### src/a2bus_config.svh
`ifndef A2BUS_CONFIG_SVH
`define A2BUS_CONFIG_SVH

// Bus widths
`define A2_ADDR_W       16
`define A2_RAM_ADDR_W   16
`define A2_DATA_W       8

// Slot or device number inside a select group
`define A2_SLOT_W       3

// Width of the decoded target code
`define A2_SEL_W        4

// ----------------------------------------
// Address constants
// ----------------------------------------

`define A2_IO_PAGE      8'hC0       // Built-in I/O and soft switches
`define A2_C3_PAGE      8'hC3       // Slot 3 firmware page
`define A2_CXROM_END    16'hCFFF    // Releases the C800 space

`endif

### src/a2bus_pkg.sv
`include "a2bus_config.svh"

package a2bus_pkg;

    // One address word, seen flat or as a C0xx I/O location
    typedef union packed {
        logic [`A2_ADDR_W-1:0] raw;
        struct packed {
            logic [7:0] page;   // High byte
            logic [3:0] group;  // Sixteen-byte device group
            logic [2:0] index;  // Switch number
            logic       state;  // New switch value
        } io;
    } a2_addr_u;

    // Target of a decoded access
    typedef enum logic [`A2_SEL_W-1:0] {
        sel_ram,        // 0000-BFFF
        sel_rom,        // Internal or slot ROM, D000-FFFF
        sel_kbd,        // C00x
        sel_c01x,       // Status reads
        sel_tape,       // C02x
        sel_spkr,       // C03x
        sel_strobe,     // C04x
        sel_softsw,     // C05x
        sel_game,       // C06x
        sel_pdl,        // C07x
        sel_lcctl,      // C08x language card
        sel_devsel,     // C090-C0FF
        sel_iosel,      // C100-C7FF
        sel_iostrb,     // C800-CFFF
        sel_none
    } a2_sel_e;

endpackage

### src/a2bus_decode.sv
`include "a2bus_config.svh"

module a2bus_decode (
    input  logic                    CLK_14M,
    input  logic                    reset,
    input  logic                    bus_strobe,
    input  logic [`A2_ADDR_W-1:0]   addr,
    input  logic                    we,
    input  logic [`A2_DATA_W-1:0]   wdata,
    input  logic                    cxrom,
    input  logic                    c3rom,
    input  logic                    c8rom,
    output logic                    d_valid,
    output a2bus_pkg::a2_addr_u     d_addr,
    output logic                    d_we,
    output logic [`A2_DATA_W-1:0]   d_wdata,
    output a2bus_pkg::a2_sel_e      d_sel,
    output logic [`A2_SLOT_W-1:0]   d_slot
);
    import a2bus_pkg::*;

    a2_addr_u               a;      // Incoming address, I/O view used below
    a2_sel_e                sel;
    logic [`A2_SLOT_W-1:0]  slot;

    assign a = addr;

    // ----------------------------------------
    // Region decode
    // ----------------------------------------

    always_comb
    begin
        sel  = sel_none;
        slot = '0;
        if (a.io.page < `A2_IO_PAGE)
            sel = sel_ram;                      // 0000-BFFF
        else if (a.io.page[7:4] != 4'hC)
            sel = sel_rom;                      // D000-FFFF
        else if (a.io.page == `A2_IO_PAGE)
        begin
            case (a.io.group)
                4'h0: sel = sel_kbd;
                4'h1: sel = sel_c01x;
                4'h2: sel = sel_tape;
                4'h3: sel = sel_spkr;
                4'h4: sel = sel_strobe;
                4'h5: sel = sel_softsw;
                4'h6: sel = sel_game;
                4'h7: sel = sel_pdl;
                4'h8: sel = sel_lcctl;
                default:
                begin
                    sel  = sel_devsel;          // C090-C0FF, slots 1-7
                    slot = a.io.group[2:0];
                end
            endcase
        end
        else if (a.io.page[3])
        begin
            // Shared expansion ROM space
            if (cxrom || c8rom)
                sel = sel_rom;
            else
                sel = sel_iostrb;
        end
        else if (cxrom || (a.io.page == `A2_C3_PAGE && !c3rom))
            sel = sel_rom;                      // Internal slot firmware
        else
        begin
            sel  = sel_iosel;
            slot = a.io.page[2:0];
        end
    end

    // ----------------------------------------
    // Stage register
    // ----------------------------------------

    always_ff @(posedge CLK_14M or posedge reset)
    begin
        if (reset)
            d_valid <= 1'b0;
        else
            d_valid <= bus_strobe;
    end

    always_ff @(posedge CLK_14M)
    begin
        if (bus_strobe)
        begin
            d_addr  <= a;
            d_we    <= we;
            d_wdata <= wdata;
            d_sel   <= sel;
            d_slot  <= slot;
        end
    end

endmodule

### src/a2bus_switches.sv
`include "a2bus_config.svh"

module a2bus_switches (
    input  logic                    CLK_14M,
    input  logic                    reset,
    input  logic                    d_valid,
    input  a2bus_pkg::a2_addr_u     d_addr,
    input  logic                    d_we,
    input  logic [`A2_DATA_W-1:0]   d_wdata,
    input  a2bus_pkg::a2_sel_e      d_sel,
    input  logic [`A2_SLOT_W-1:0]   d_slot,
    input  logic                    akd,
    output logic                    s_valid,
    output a2bus_pkg::a2_addr_u     s_addr,
    output logic                    s_we,
    output logic [`A2_DATA_W-1:0]   s_wdata,
    output a2bus_pkg::a2_sel_e      s_sel,
    output logic [`A2_SLOT_W-1:0]   s_slot,
    output logic                    s_status,
    output logic                    s_ramrd,
    output logic                    s_ramwrt,
    output logic                    s_store80,
    output logic                    s_page2,
    output logic                    s_hires,
    output logic                    s_altzp,
    output logic                    s_hram_read,
    output logic                    s_hram_wr_en,
    output logic                    s_bank1,
    output logic                    cxrom,
    output logic                    c3rom,
    output logic                    c8rom,
    output logic [3:0]              an,
    output logic                    col80,
    output logic                    altchar
);
    import a2bus_pkg::*;

    logic [7:0]     sw;             // C05x: text, mixed, page2, hires, an0-an3
    logic           col80_r;
    logic           altchar_r;
    logic           hram_pre_wr;    // Last LC access was an odd read
    logic [15:0]    status_vec;

    assign s_page2 = sw[2];
    assign s_hires = sw[3];

    // C010-C01F status bits, VBL reads as zero
    assign status_vec = {col80_r, altchar_r, sw[3], sw[2], sw[1], sw[0], 1'b0, s_store80,
                         c3rom, s_altzp, cxrom, s_ramwrt, s_ramrd, s_hram_read, ~s_bank1,
                         akd};

    // ----------------------------------------
    // Switch state
    // ----------------------------------------

    always_ff @(posedge CLK_14M or posedge reset)
    begin
        if (reset)
        begin
            sw           <= '0;
            s_store80    <= 1'b0;
            s_ramrd      <= 1'b0;
            s_ramwrt     <= 1'b0;
            cxrom        <= 1'b0;
            s_altzp      <= 1'b0;
            c3rom        <= 1'b0;
            col80_r      <= 1'b0;
            altchar_r    <= 1'b0;
            c8rom        <= 1'b0;
            hram_pre_wr  <= 1'b0;
            s_hram_read  <= 1'b0;
            s_hram_wr_en <= 1'b0;
            s_bank1      <= 1'b0;   // Bank 2
        end
        else if (d_valid)
        begin
            if (d_sel == sel_softsw)
                sw[d_addr.io.index] <= d_addr.io.state;

            // //e switches, writes only
            if (d_sel == sel_kbd && d_we)
            begin
                case (d_addr.io.index)
                    3'd0: s_store80 <= d_addr.io.state;
                    3'd1: s_ramrd   <= d_addr.io.state;
                    3'd2: s_ramwrt  <= d_addr.io.state;
                    3'd3: cxrom     <= d_addr.io.state;
                    3'd4: s_altzp   <= d_addr.io.state;
                    3'd5: c3rom     <= d_addr.io.state;
                    3'd6: col80_r   <= d_addr.io.state;
                    default: altchar_r <= d_addr.io.state;
                endcase
            end

            if (d_addr.io.page == `A2_C3_PAGE && !c3rom)
                c8rom <= 1'b1;
            else if (d_addr.raw == `A2_CXROM_END)
                c8rom <= 1'b0;

            // Language card, write enable needs two odd reads in a row
            if (d_sel == sel_lcctl)
            begin
                s_bank1     <= d_addr.raw[3];
                s_hram_read <= d_addr.raw[0] ~^ d_addr.raw[1];
                hram_pre_wr <= d_addr.raw[0] & ~d_we;
                if (hram_pre_wr && !d_we && d_addr.raw[0])
                    s_hram_wr_en <= 1'b1;
                else if (!d_addr.raw[0])
                    s_hram_wr_en <= 1'b0;   // Any even access
            end
        end
    end

    // Display outputs trail by one edge to line up with the response
    always_ff @(posedge CLK_14M or posedge reset)
    begin
        if (reset)
            {an, col80, altchar} <= '0;
        else
            {an, col80, altchar} <= {sw[7:4], col80_r, altchar_r};
    end

    // ----------------------------------------
    // Forwarding to the mapper
    // ----------------------------------------

    always_ff @(posedge CLK_14M or posedge reset)
    begin
        if (reset)
            s_valid <= 1'b0;
        else
            s_valid <= d_valid;
    end

    always_ff @(posedge CLK_14M)
    begin
        if (d_valid)
        begin
            s_addr  <= d_addr;
            s_we    <= d_we;
            s_wdata <= d_wdata;
            s_sel   <= d_sel;
            s_slot  <= d_slot;
            if (d_sel == sel_c01x && !d_we)
                s_status <= status_vec[d_addr.raw[3:0]];    // State before this access
        end
    end

endmodule

### src/a2bus_mapper.sv
`include "a2bus_config.svh"

module a2bus_mapper (
    input  logic                        CLK_14M,
    input  logic                        reset,
    input  logic                        s_valid,
    input  a2bus_pkg::a2_addr_u         s_addr,
    input  logic                        s_we,
    input  logic [`A2_DATA_W-1:0]       s_wdata,
    input  a2bus_pkg::a2_sel_e          s_sel,
    input  logic [`A2_SLOT_W-1:0]       s_slot,
    input  logic                        s_status,
    input  logic                        s_ramrd,
    input  logic                        s_ramwrt,
    input  logic                        s_store80,
    input  logic                        s_page2,
    input  logic                        s_hires,
    input  logic                        s_altzp,
    input  logic                        s_hram_read,
    input  logic                        s_hram_wr_en,
    input  logic                        s_bank1,
    input  logic [2*`A2_DATA_W-1:0]     ram_do,     // Low byte main, high byte aux
    input  logic [`A2_DATA_W-1:0]       k,
    input  logic [7:0]                  gameport,
    input  logic [`A2_DATA_W-1:0]       pd,
    output logic                        rsp_valid,
    output logic [`A2_DATA_W-1:0]       rdata,
    output logic [`A2_RAM_ADDR_W-1:0]   ram_addr,
    output logic                        ram_we,
    output logic                        aux,
    output logic                        rom_cs,
    output logic                        speaker,
    output logic                        read_key,
    output logic                        pdl_strobe,
    output logic                        stb,
    output logic                        io_strobe,
    output logic [7:0]                  io_select,
    output logic [7:0]                  device_select
);
    import a2bus_pkg::*;

    logic                       hram_area;  // D000-FFFF
    logic                       hram_hit;
    logic                       dxxx;
    logic                       rw_aux;
    logic                       aux_c;
    logic [`A2_DATA_W-1:0]      ram_byte;
    logic [`A2_DATA_W-1:0]      rdata_c;
    logic [`A2_RAM_ADDR_W-1:0]  ram_addr_c;
    logic [7:0]                 slot_onehot;

    assign hram_area   = s_addr.io.page[7:6] == 2'b11 && s_addr.io.page[5:4] != 2'b00;
    assign hram_hit    = hram_area && s_hram_read;
    assign dxxx        = s_addr.io.page[7:4] == 4'hD;
    assign rw_aux      = s_we ? s_ramwrt : s_ramrd;
    assign ram_byte    = aux_c ? ram_do[15:8] : ram_do[7:0];
    assign slot_onehot = 8'd1 << s_slot;

    // Bank 1 of Dxxx folds onto the C000 block of RAM
    assign ram_addr_c = {s_addr.raw[15:13], s_addr.raw[12] & ~(s_bank1 & dxxx),
                         s_addr.raw[11:0]};

    // ----------------------------------------
    // Main or aux selection
    // ----------------------------------------

    always_comb
    begin
        if (s_addr.io.page[7:1] == 7'h00 || s_addr.io.page[7:6] == 2'b11)
            aux_c = s_altzp;                    // Pages 00-01, C0-FF
        else if (s_addr.io.page[7:2] == 6'h01 && s_store80)
            aux_c = s_page2;                    // Text page 1
        else if (s_addr.io.page[7:5] == 3'b001 && s_store80 && s_hires)
            aux_c = s_page2;                    // Hires page 1
        else
            aux_c = rw_aux;
    end

    // Byte returned to the processor
    always_comb
    begin
        if (s_sel == sel_ram || hram_hit)
            rdata_c = ram_byte;
        else if (s_sel == sel_kbd)
            rdata_c = k;
        else if (s_sel == sel_c01x)
            rdata_c = {s_status, k[6:0]};
        else if (s_sel == sel_game)
            rdata_c = {gameport[s_addr.raw[2:0]], 7'b0};
        else if (s_we)
            rdata_c = s_wdata;                  // Bus carries the written byte
        else
            rdata_c = pd;                       // Floating bus and peripherals
    end

    // ----------------------------------------
    // Response registers
    // ----------------------------------------

    always_ff @(posedge CLK_14M or posedge reset)
    begin
        if (reset)
        begin
            rsp_valid     <= 1'b0;
            ram_we        <= 1'b0;
            aux           <= 1'b0;
            rom_cs        <= 1'b0;
            speaker       <= 1'b0;
            read_key      <= 1'b0;
            pdl_strobe    <= 1'b0;
            stb           <= 1'b0;
            io_strobe     <= 1'b0;
            io_select     <= '0;
            device_select <= '0;
        end
        else
        begin
            rsp_valid  <= s_valid;
            ram_we     <= s_valid && s_we && (s_sel == sel_ram || (hram_area && s_hram_wr_en));
            rom_cs     <= s_valid && s_sel == sel_rom && !hram_hit;
            read_key   <= s_valid && s_sel == sel_c01x && (s_we || s_addr.raw[3:0] == 4'h0);
            pdl_strobe <= s_valid && s_sel == sel_pdl;
            stb        <= s_valid && s_sel == sel_strobe;
            io_strobe  <= s_valid && s_sel == sel_iostrb;
            io_select     <= (s_valid && s_sel == sel_iosel) ? slot_onehot : 8'h00;
            device_select <= (s_valid && s_sel == sel_devsel) ? slot_onehot : 8'h00;
            if (s_valid)
                aux <= aux_c;                   // Holds between accesses
            if (s_valid && s_sel == sel_spkr)
                speaker <= ~speaker;
        end
    end

    always_ff @(posedge CLK_14M)
    begin
        if (s_valid)
        begin
            rdata    <= rdata_c;
            ram_addr <= ram_addr_c;
        end
    end

endmodule

### src/a2bus_top.sv
`include "a2bus_config.svh"

module a2bus_top (
    input  logic                        CLK_14M,
    input  logic                        reset,
    input  logic                        bus_strobe,
    input  logic [`A2_ADDR_W-1:0]       addr,
    input  logic                        we,
    input  logic [`A2_DATA_W-1:0]       wdata,
    input  logic [2*`A2_DATA_W-1:0]     ram_do,
    input  logic [`A2_DATA_W-1:0]       k,
    input  logic                        akd,        // Any key down
    input  logic [7:0]                  gameport,
    input  logic [`A2_DATA_W-1:0]       pd,
    output logic                        rsp_valid,
    output logic [`A2_DATA_W-1:0]       rdata,
    output logic [`A2_RAM_ADDR_W-1:0]   ram_addr,
    output logic                        ram_we,
    output logic                        aux,
    output logic                        rom_cs,
    output logic                        speaker,
    output logic                        read_key,
    output logic                        pdl_strobe,
    output logic                        stb,
    output logic                        io_strobe,
    output logic [7:0]                  io_select,
    output logic [7:0]                  device_select,
    output logic [3:0]                  an,
    output logic                        col80,
    output logic                        altchar
);
    import a2bus_pkg::*;

    // Decode to switches
    logic                   d_valid;
    a2_addr_u               d_addr;
    logic                   d_we;
    logic [`A2_DATA_W-1:0]  d_wdata;
    a2_sel_e                d_sel;
    logic [`A2_SLOT_W-1:0]  d_slot;

    // Switches to mapper
    logic                   s_valid;
    a2_addr_u               s_addr;
    logic                   s_we;
    logic [`A2_DATA_W-1:0]  s_wdata;
    a2_sel_e                s_sel;
    logic [`A2_SLOT_W-1:0]  s_slot;
    logic                   s_status;
    logic                   s_ramrd;
    logic                   s_ramwrt;
    logic                   s_store80;
    logic                   s_page2;
    logic                   s_hires;
    logic                   s_altzp;
    logic                   s_hram_read;
    logic                   s_hram_wr_en;
    logic                   s_bank1;

    // Committed ROM switches back to the decoder
    logic                   cxrom;
    logic                   c3rom;
    logic                   c8rom;

    a2bus_decode u_decode (.*);

    a2bus_switches u_switches (.*);

    a2bus_mapper u_mapper (.*);

endmodule

### config.mk
export PLATFORM = sky130hd
export DESIGN_NAME = a2bus_top
export DESIGN_NICKNAME = d
export VERILOG_FILES = /design/src/a2bus_pkg.sv /design/src/a2bus_decode.sv /design/src/a2bus_switches.sv /design/src/a2bus_mapper.sv /design/src/a2bus_top.sv
export VERILOG_INCLUDE_DIRS = /design/src
export SDC_FILE = /design/constraint.sdc
export NUM_CORES = 1
export LEC_CHECK = 0
export ABC_AREA = 1
export BUFFER_PORTS_ARGS = -buffer_cell sky130_fd_sc_hd__buf_2
export CAP_MARGIN = 40
export CORE_MARGIN = 5
export CORE_UTILIZATION = 54
export CTS_CLUSTER_SIZE = 25
export DETAILED_ROUTE_END_ITERATION = 7
export GPL_TIMING_DRIVEN = 0
export PLACE_DENSITY = 0.79
export SYNTH_ARGS = -nofsm -noshare
export SYNTH_HDL_FRONTEND = slang
export SYNTH_SLANG_ARGS = --single-unit
### constraint.sdc
create_clock -name CLK_14M -period 2.2 [get_ports CLK_14M]
set_input_delay 0.33 -clock CLK_14M [delete_from_list [all_inputs] [get_ports CLK_14M]]
set_output_delay 0.33 -clock CLK_14M [all_outputs]
set_load 0.02 [all_outputs]
==> impl_table.tex <==
\begin{tabular}{lr}
\hline
Metric & Value \\
\hline
\multicolumn{2}{l}{\textbf{Status}} \\
\quad Run status & finished, final reports clean \\
\multicolumn{2}{l}{\textbf{Power and ir drop}} \\
\quad Power per cell area & 947.5 nW/µm² \\
\quad Pleak & 3.401 nW \\
\quad Maximum vdd ir drop & 0.5346 mV \\
\multicolumn{2}{l}{\textbf{Finish}} \\
\quad Leading cell types in the layout, fill and taps excluded & buf\_2 (126), edfxtp\_1 (89), nand2\_1 (72) \\
\quad Share of layout cells above drive strength 1 & around 28\% \\
\quad N\_diodes & 0 \\
\quad Relative area change from synthesis to final layout & 28.76\% \\
\quad Final Instance Area & between 7000 and 8000 µm² \\
\quad Layout Nets & 736 \\
\quad Post-layout util & 71.74\% \\
\quad Most frequent standard cell in the layout excluding fill and tap cells & buf\_2 \\
\multicolumn{2}{l}{\textbf{Yosys}} \\
\quad Share of flip-flops with an asynchronous set or reset after synthesis & about 38\% \\
\quad Portion of the post-synthesis area used by sequential elements & 69.64\% \\
\quad Flops \& latches, synth & $\sim$140 \\
\quad Instance count of the mapped netlist & between 500 and 600 \\
\quad EDFF count, synth & 89 \\
\quad Post-Synthesis Net Count & 575 \\
\quad Main synth FF type & edfxtp\_1 \\
\quad Number of warnings printed during yosys synthesis & 0 \\
\quad Post-Synthesis Mean Instance Area & 11.44 µm² \\
\quad Post-synthesis cell type count & 35 \\
\quad Post-Synthesis Cell Area & 5778 µm² \\
\multicolumn{2}{l}{\textbf{CTS}} \\
\quad CTS tree & yes \\
\quad Clock latency of the later-clocked register in the worst-skew pair & 0.52 ns \\
\quad Clock tree root driver cell & clkbuf\_8 \\
\quad Clock-pin transition on the worst setup and hold timing paths & 0.06 ns \\
\quad Sinks on Clock Net & 143 \\
\quad Level count of the clock H-tree & 4 \\
\quad Max Root-Sink Buffers & 2 \\
\quad Total clock buffers created by CTS & 17 \\
\multicolumn{2}{l}{\textbf{Timing}} \\
\quad Post-route fraction of the period consumed by the critical path & approximately 78\% \\
\quad Final max-slew violation count & 0 \\
\quad Tightest Pin Transition & 0.7565 ns \\
\quad Relative slew slack & 49.57\% \\
\quad F\_max & 0.5862 GHz \\
\quad Setup clock skew after layout & 0.01476 ns \\
\quad Final setup vio count & 0 \\
\quad Final critical-path required period & 1.706 ns \\
\quad Final worst slack & 0.4941 ns \\
\quad Setup repair after global routing missed its margin & no \\
\quad Number of endpoints with negative hold slack in the final report & 0 \\
\quad Setup TNS & 0 ns \\
\multicolumn{2}{l}{\textbf{Drt}} \\
\quad Drt total wl & between 10000 and 15000 µm \\
\quad Starting DRC count in detailed routing & between 400 and 500 \\
\quad Total number of vias & 4332 \\
\quad DR vias/cell & 5.315 \\
\quad First-pass DRT Iterations & 5 \\
\quad Post-route antenna net violation count & 0 \\
\quad Residual DRC & 0 \\
\quad Average routed wire per standard cell & 16.00 µm \\
\multicolumn{2}{l}{\textbf{Setup path}} \\
\quad CP endpoint kind & flop \\
\quad Worst R2R Setup Slack & 0.49 ns \\
\quad Worst path slowest cell & dfrtp\_2 \\
\quad Required time at the endpoint of the critical path & 2.64 ns \\
\quad Top fanout value on the critical path & 21 \\
\quad CP cell instances & nand3\_1, nor3\_4, buf\_6, a21oi\_1, a31oi\_1 \\
\quad Type of origin of the critical path & flop \\
\quad Arrival time at the worst endpoint & 2.14 ns \\
\quad Dominant delay contributor by cell family on the critical path & flip-flops \\
\quad Crit Path Class & reg -> reg \\
\quad Total buffers and inverters traversed by the critical path & 1 \\
\quad Delay contributed by the slowest stage of the critical path & 0.67 ns \\
\multicolumn{2}{l}{\textbf{Floorplan}} \\
\quad Die area & between 10000 and 15000 µm² \\
\quad Area of the placeable core & 10370 µm² \\
\quad Die height & around 110 µm \\
\quad Number of standard-cell rows in the floorplan & 37 \\
\quad Chip width & 113.4 µm \\
\quad Effective utilization at floorplan & 55.72\% \\
\quad Boundary pin count & 124 \\
\multicolumn{2}{l}{\textbf{Global routing}} \\
\quad Number of global-route vias before repair & approximately 4300 \\
\quad Global-route wire length before repair & 20910 µm \\
\quad Pin count of the biggest net entering global routing & 35 \\
\quad Total congestion overflow & 0 \\
\quad Antenna violations before repair & 0 \\
\quad Total global-route track usage & 20.94\% \\
\multicolumn{2}{l}{\textbf{Worst hold path}} \\
\quad Worst hold-check path type & in -> reg \\
\multicolumn{2}{l}{\textbf{Placement}} \\
\quad Final weighted congestion in routability-driven placement & 0.9241 \\
\quad Placed cell area & 6639 µm² \\
\quad Count of buffers from port buffering & $\sim$120 \\
\quad Sum of net half-perimeters after detailed placement & 9206 µm \\
\quad Minimum setup slack after placement & 0.1936 ns \\
\multicolumn{2}{l}{\textbf{Flow run}} \\
\quad \# Max-Cap Violations & 0 \\
\hline
\end{tabular}
## state kept, by name, summed over array words and instances, names as in the netlist, 3 cells and up
signal / cells
u_switches.s_addr: 16
u_switches.s_wdata: 8
u_decode.d_sel: 4
u_decode.d_addr: 16
u_mapper.ram_addr: 16
u_mapper.io_select: 8
u_switches.sw: 8
u_mapper.rdata: 8
u_switches.an: 4
u_decode.d_slot: 3
u_decode.d_wdata: 8
u_switches.s_sel: 4
u_switches.s_slot: 3
u_mapper.device_select: 8
## cells in the mapped netlist (2+ instances only)
| cell type | n | share of area (%) |
|---|---|---|
| a211oi_1 | 2 | 0.26 |
| a21oi_1 | 32 | 2.8 |
| a31oi_1 | 19 | 2.1 |
| buf_2 | 3 | 0.26 |
| buf_6 | 2 | 0.39 |
| dfrtp_1 | 54 | 23 |
| edfxtp_1 | 89 | 46 |
| inv_1 | 59 | 3.8 |
| inv_2 | 4 | 0.26 |
| mux2i_1 | 2 | 0.35 |
| nand2_1 | 72 | 4.7 |
| nand2_2 | 4 | 0.43 |
| nand3_1 | 41 | 3.6 |
| nand4_1 | 6 | 0.65 |
| nor2_1 | 58 | 3.8 |
| nor2_2 | 3 | 0.32 |
| nor2_4 | 3 | 0.58 |
| nor3_1 | 2 | 0.17 |
| nor3_4 | 2 | 0.56 |
| nor4_1 | 5 | 0.54 |
| o2111ai_1 | 2 | 0.30 |
| o21ai_0 | 25 | 2.2 |
| o21ai_1 | 4 | 0.35 |
## final timing paths
path	to	depth (start not counted)	startpoint
max	u_switches.sw[1]$_DFFE_PP0P_	5	u_decode.d_valid$_DFF_PP0_
min	u_decode.d_addr[9]$_DFFE_PP_	1	addr[9]
max reg2reg	u_switches.sw[1]$_DFFE_PP0P_	5	u_decode.d_valid$_DFF_PP0_
min reg2reg	u_switches.an[1]$_DFF_PP0_	0	u_switches.sw[5]$_DFFE_PP0P_
max in group asynchronous	u_switches.c3rom$_DFFE_PP0P_	4	reset
min in group asynchronous	u_mapper.rsp_valid$_DFF_PP0_	3	reset
## layer usage
metal | vias up | wire length [µm] | part of all wire [%] | track usage (%)
met1 | 2021 | 5119 | 39 | 26.53
li1 | 2073 | - | - | -
met2 | 219 | 6615 | 51 | 35.43
met5 | - | 0 | 0 | 0
met3 | 19 | 1073 | 8.2 | 4.881
met4 | 0 | 229 | 1.8 | 7.692
## power breakdown
| part | total [W] | switching, W | internal [W] |
|---|---|---|---|
| registers | 0.00329 | 0.000167 | 0.00312 |
| clock network | 0.00304 | 0.00105 | 0.00198 |
| logic | 0.000724 | 0.000458 | 0.000266 |
| total | 0.00705 | 0.00168 | 0.00537 |
## metrics by stage
step                      hold slack [ns]  std cells  power, W
after floorplan                    0.3544        505  0.003715
after global placement             0.3659        764  0.003974
final                             0.03362        815  0.007049
after CTS                        0.008966        815  0.007084
after detailed placement           0.3624        767  0.004029
after global routing              0.01434        815  0.007326
## cell type report
class                           count  area (µm²)
Sequential cell                   143        4025
Fill cell                         734        2930
Multi-Input combinational cell    293        1473
Timing Repair Buffer              142       850.8
Clock buffer                       18       427.9
Inverter                           63       236.5
Clock inverter                     14       211.5
Tap cell                          136       170.2
Buffer                              6       45.04
## what timing repair did
item / CTS / global route
hold endpoints to repair: 35 / 0
setup endpoints to repair: 0 / 2
buffers inserted: 0 / 0
resized for setup: 0 / 1
hold buffers: 16 / 0
## cell families after synthesis
logic type	after synthesis	synth area share, %
flip-flops	143	69.64
AO/OA/AOI/OAI	89	8.727
buffers and inverters	69	4.872
adder cells (fa/ha/maj)	1	0.2165
multiplexers	2	0.3465
AND/OR/NAND/NOR	200	16.05
XOR/XNOR	1	0.1516
Note: power is estimated with default switching activity, not from simulation.
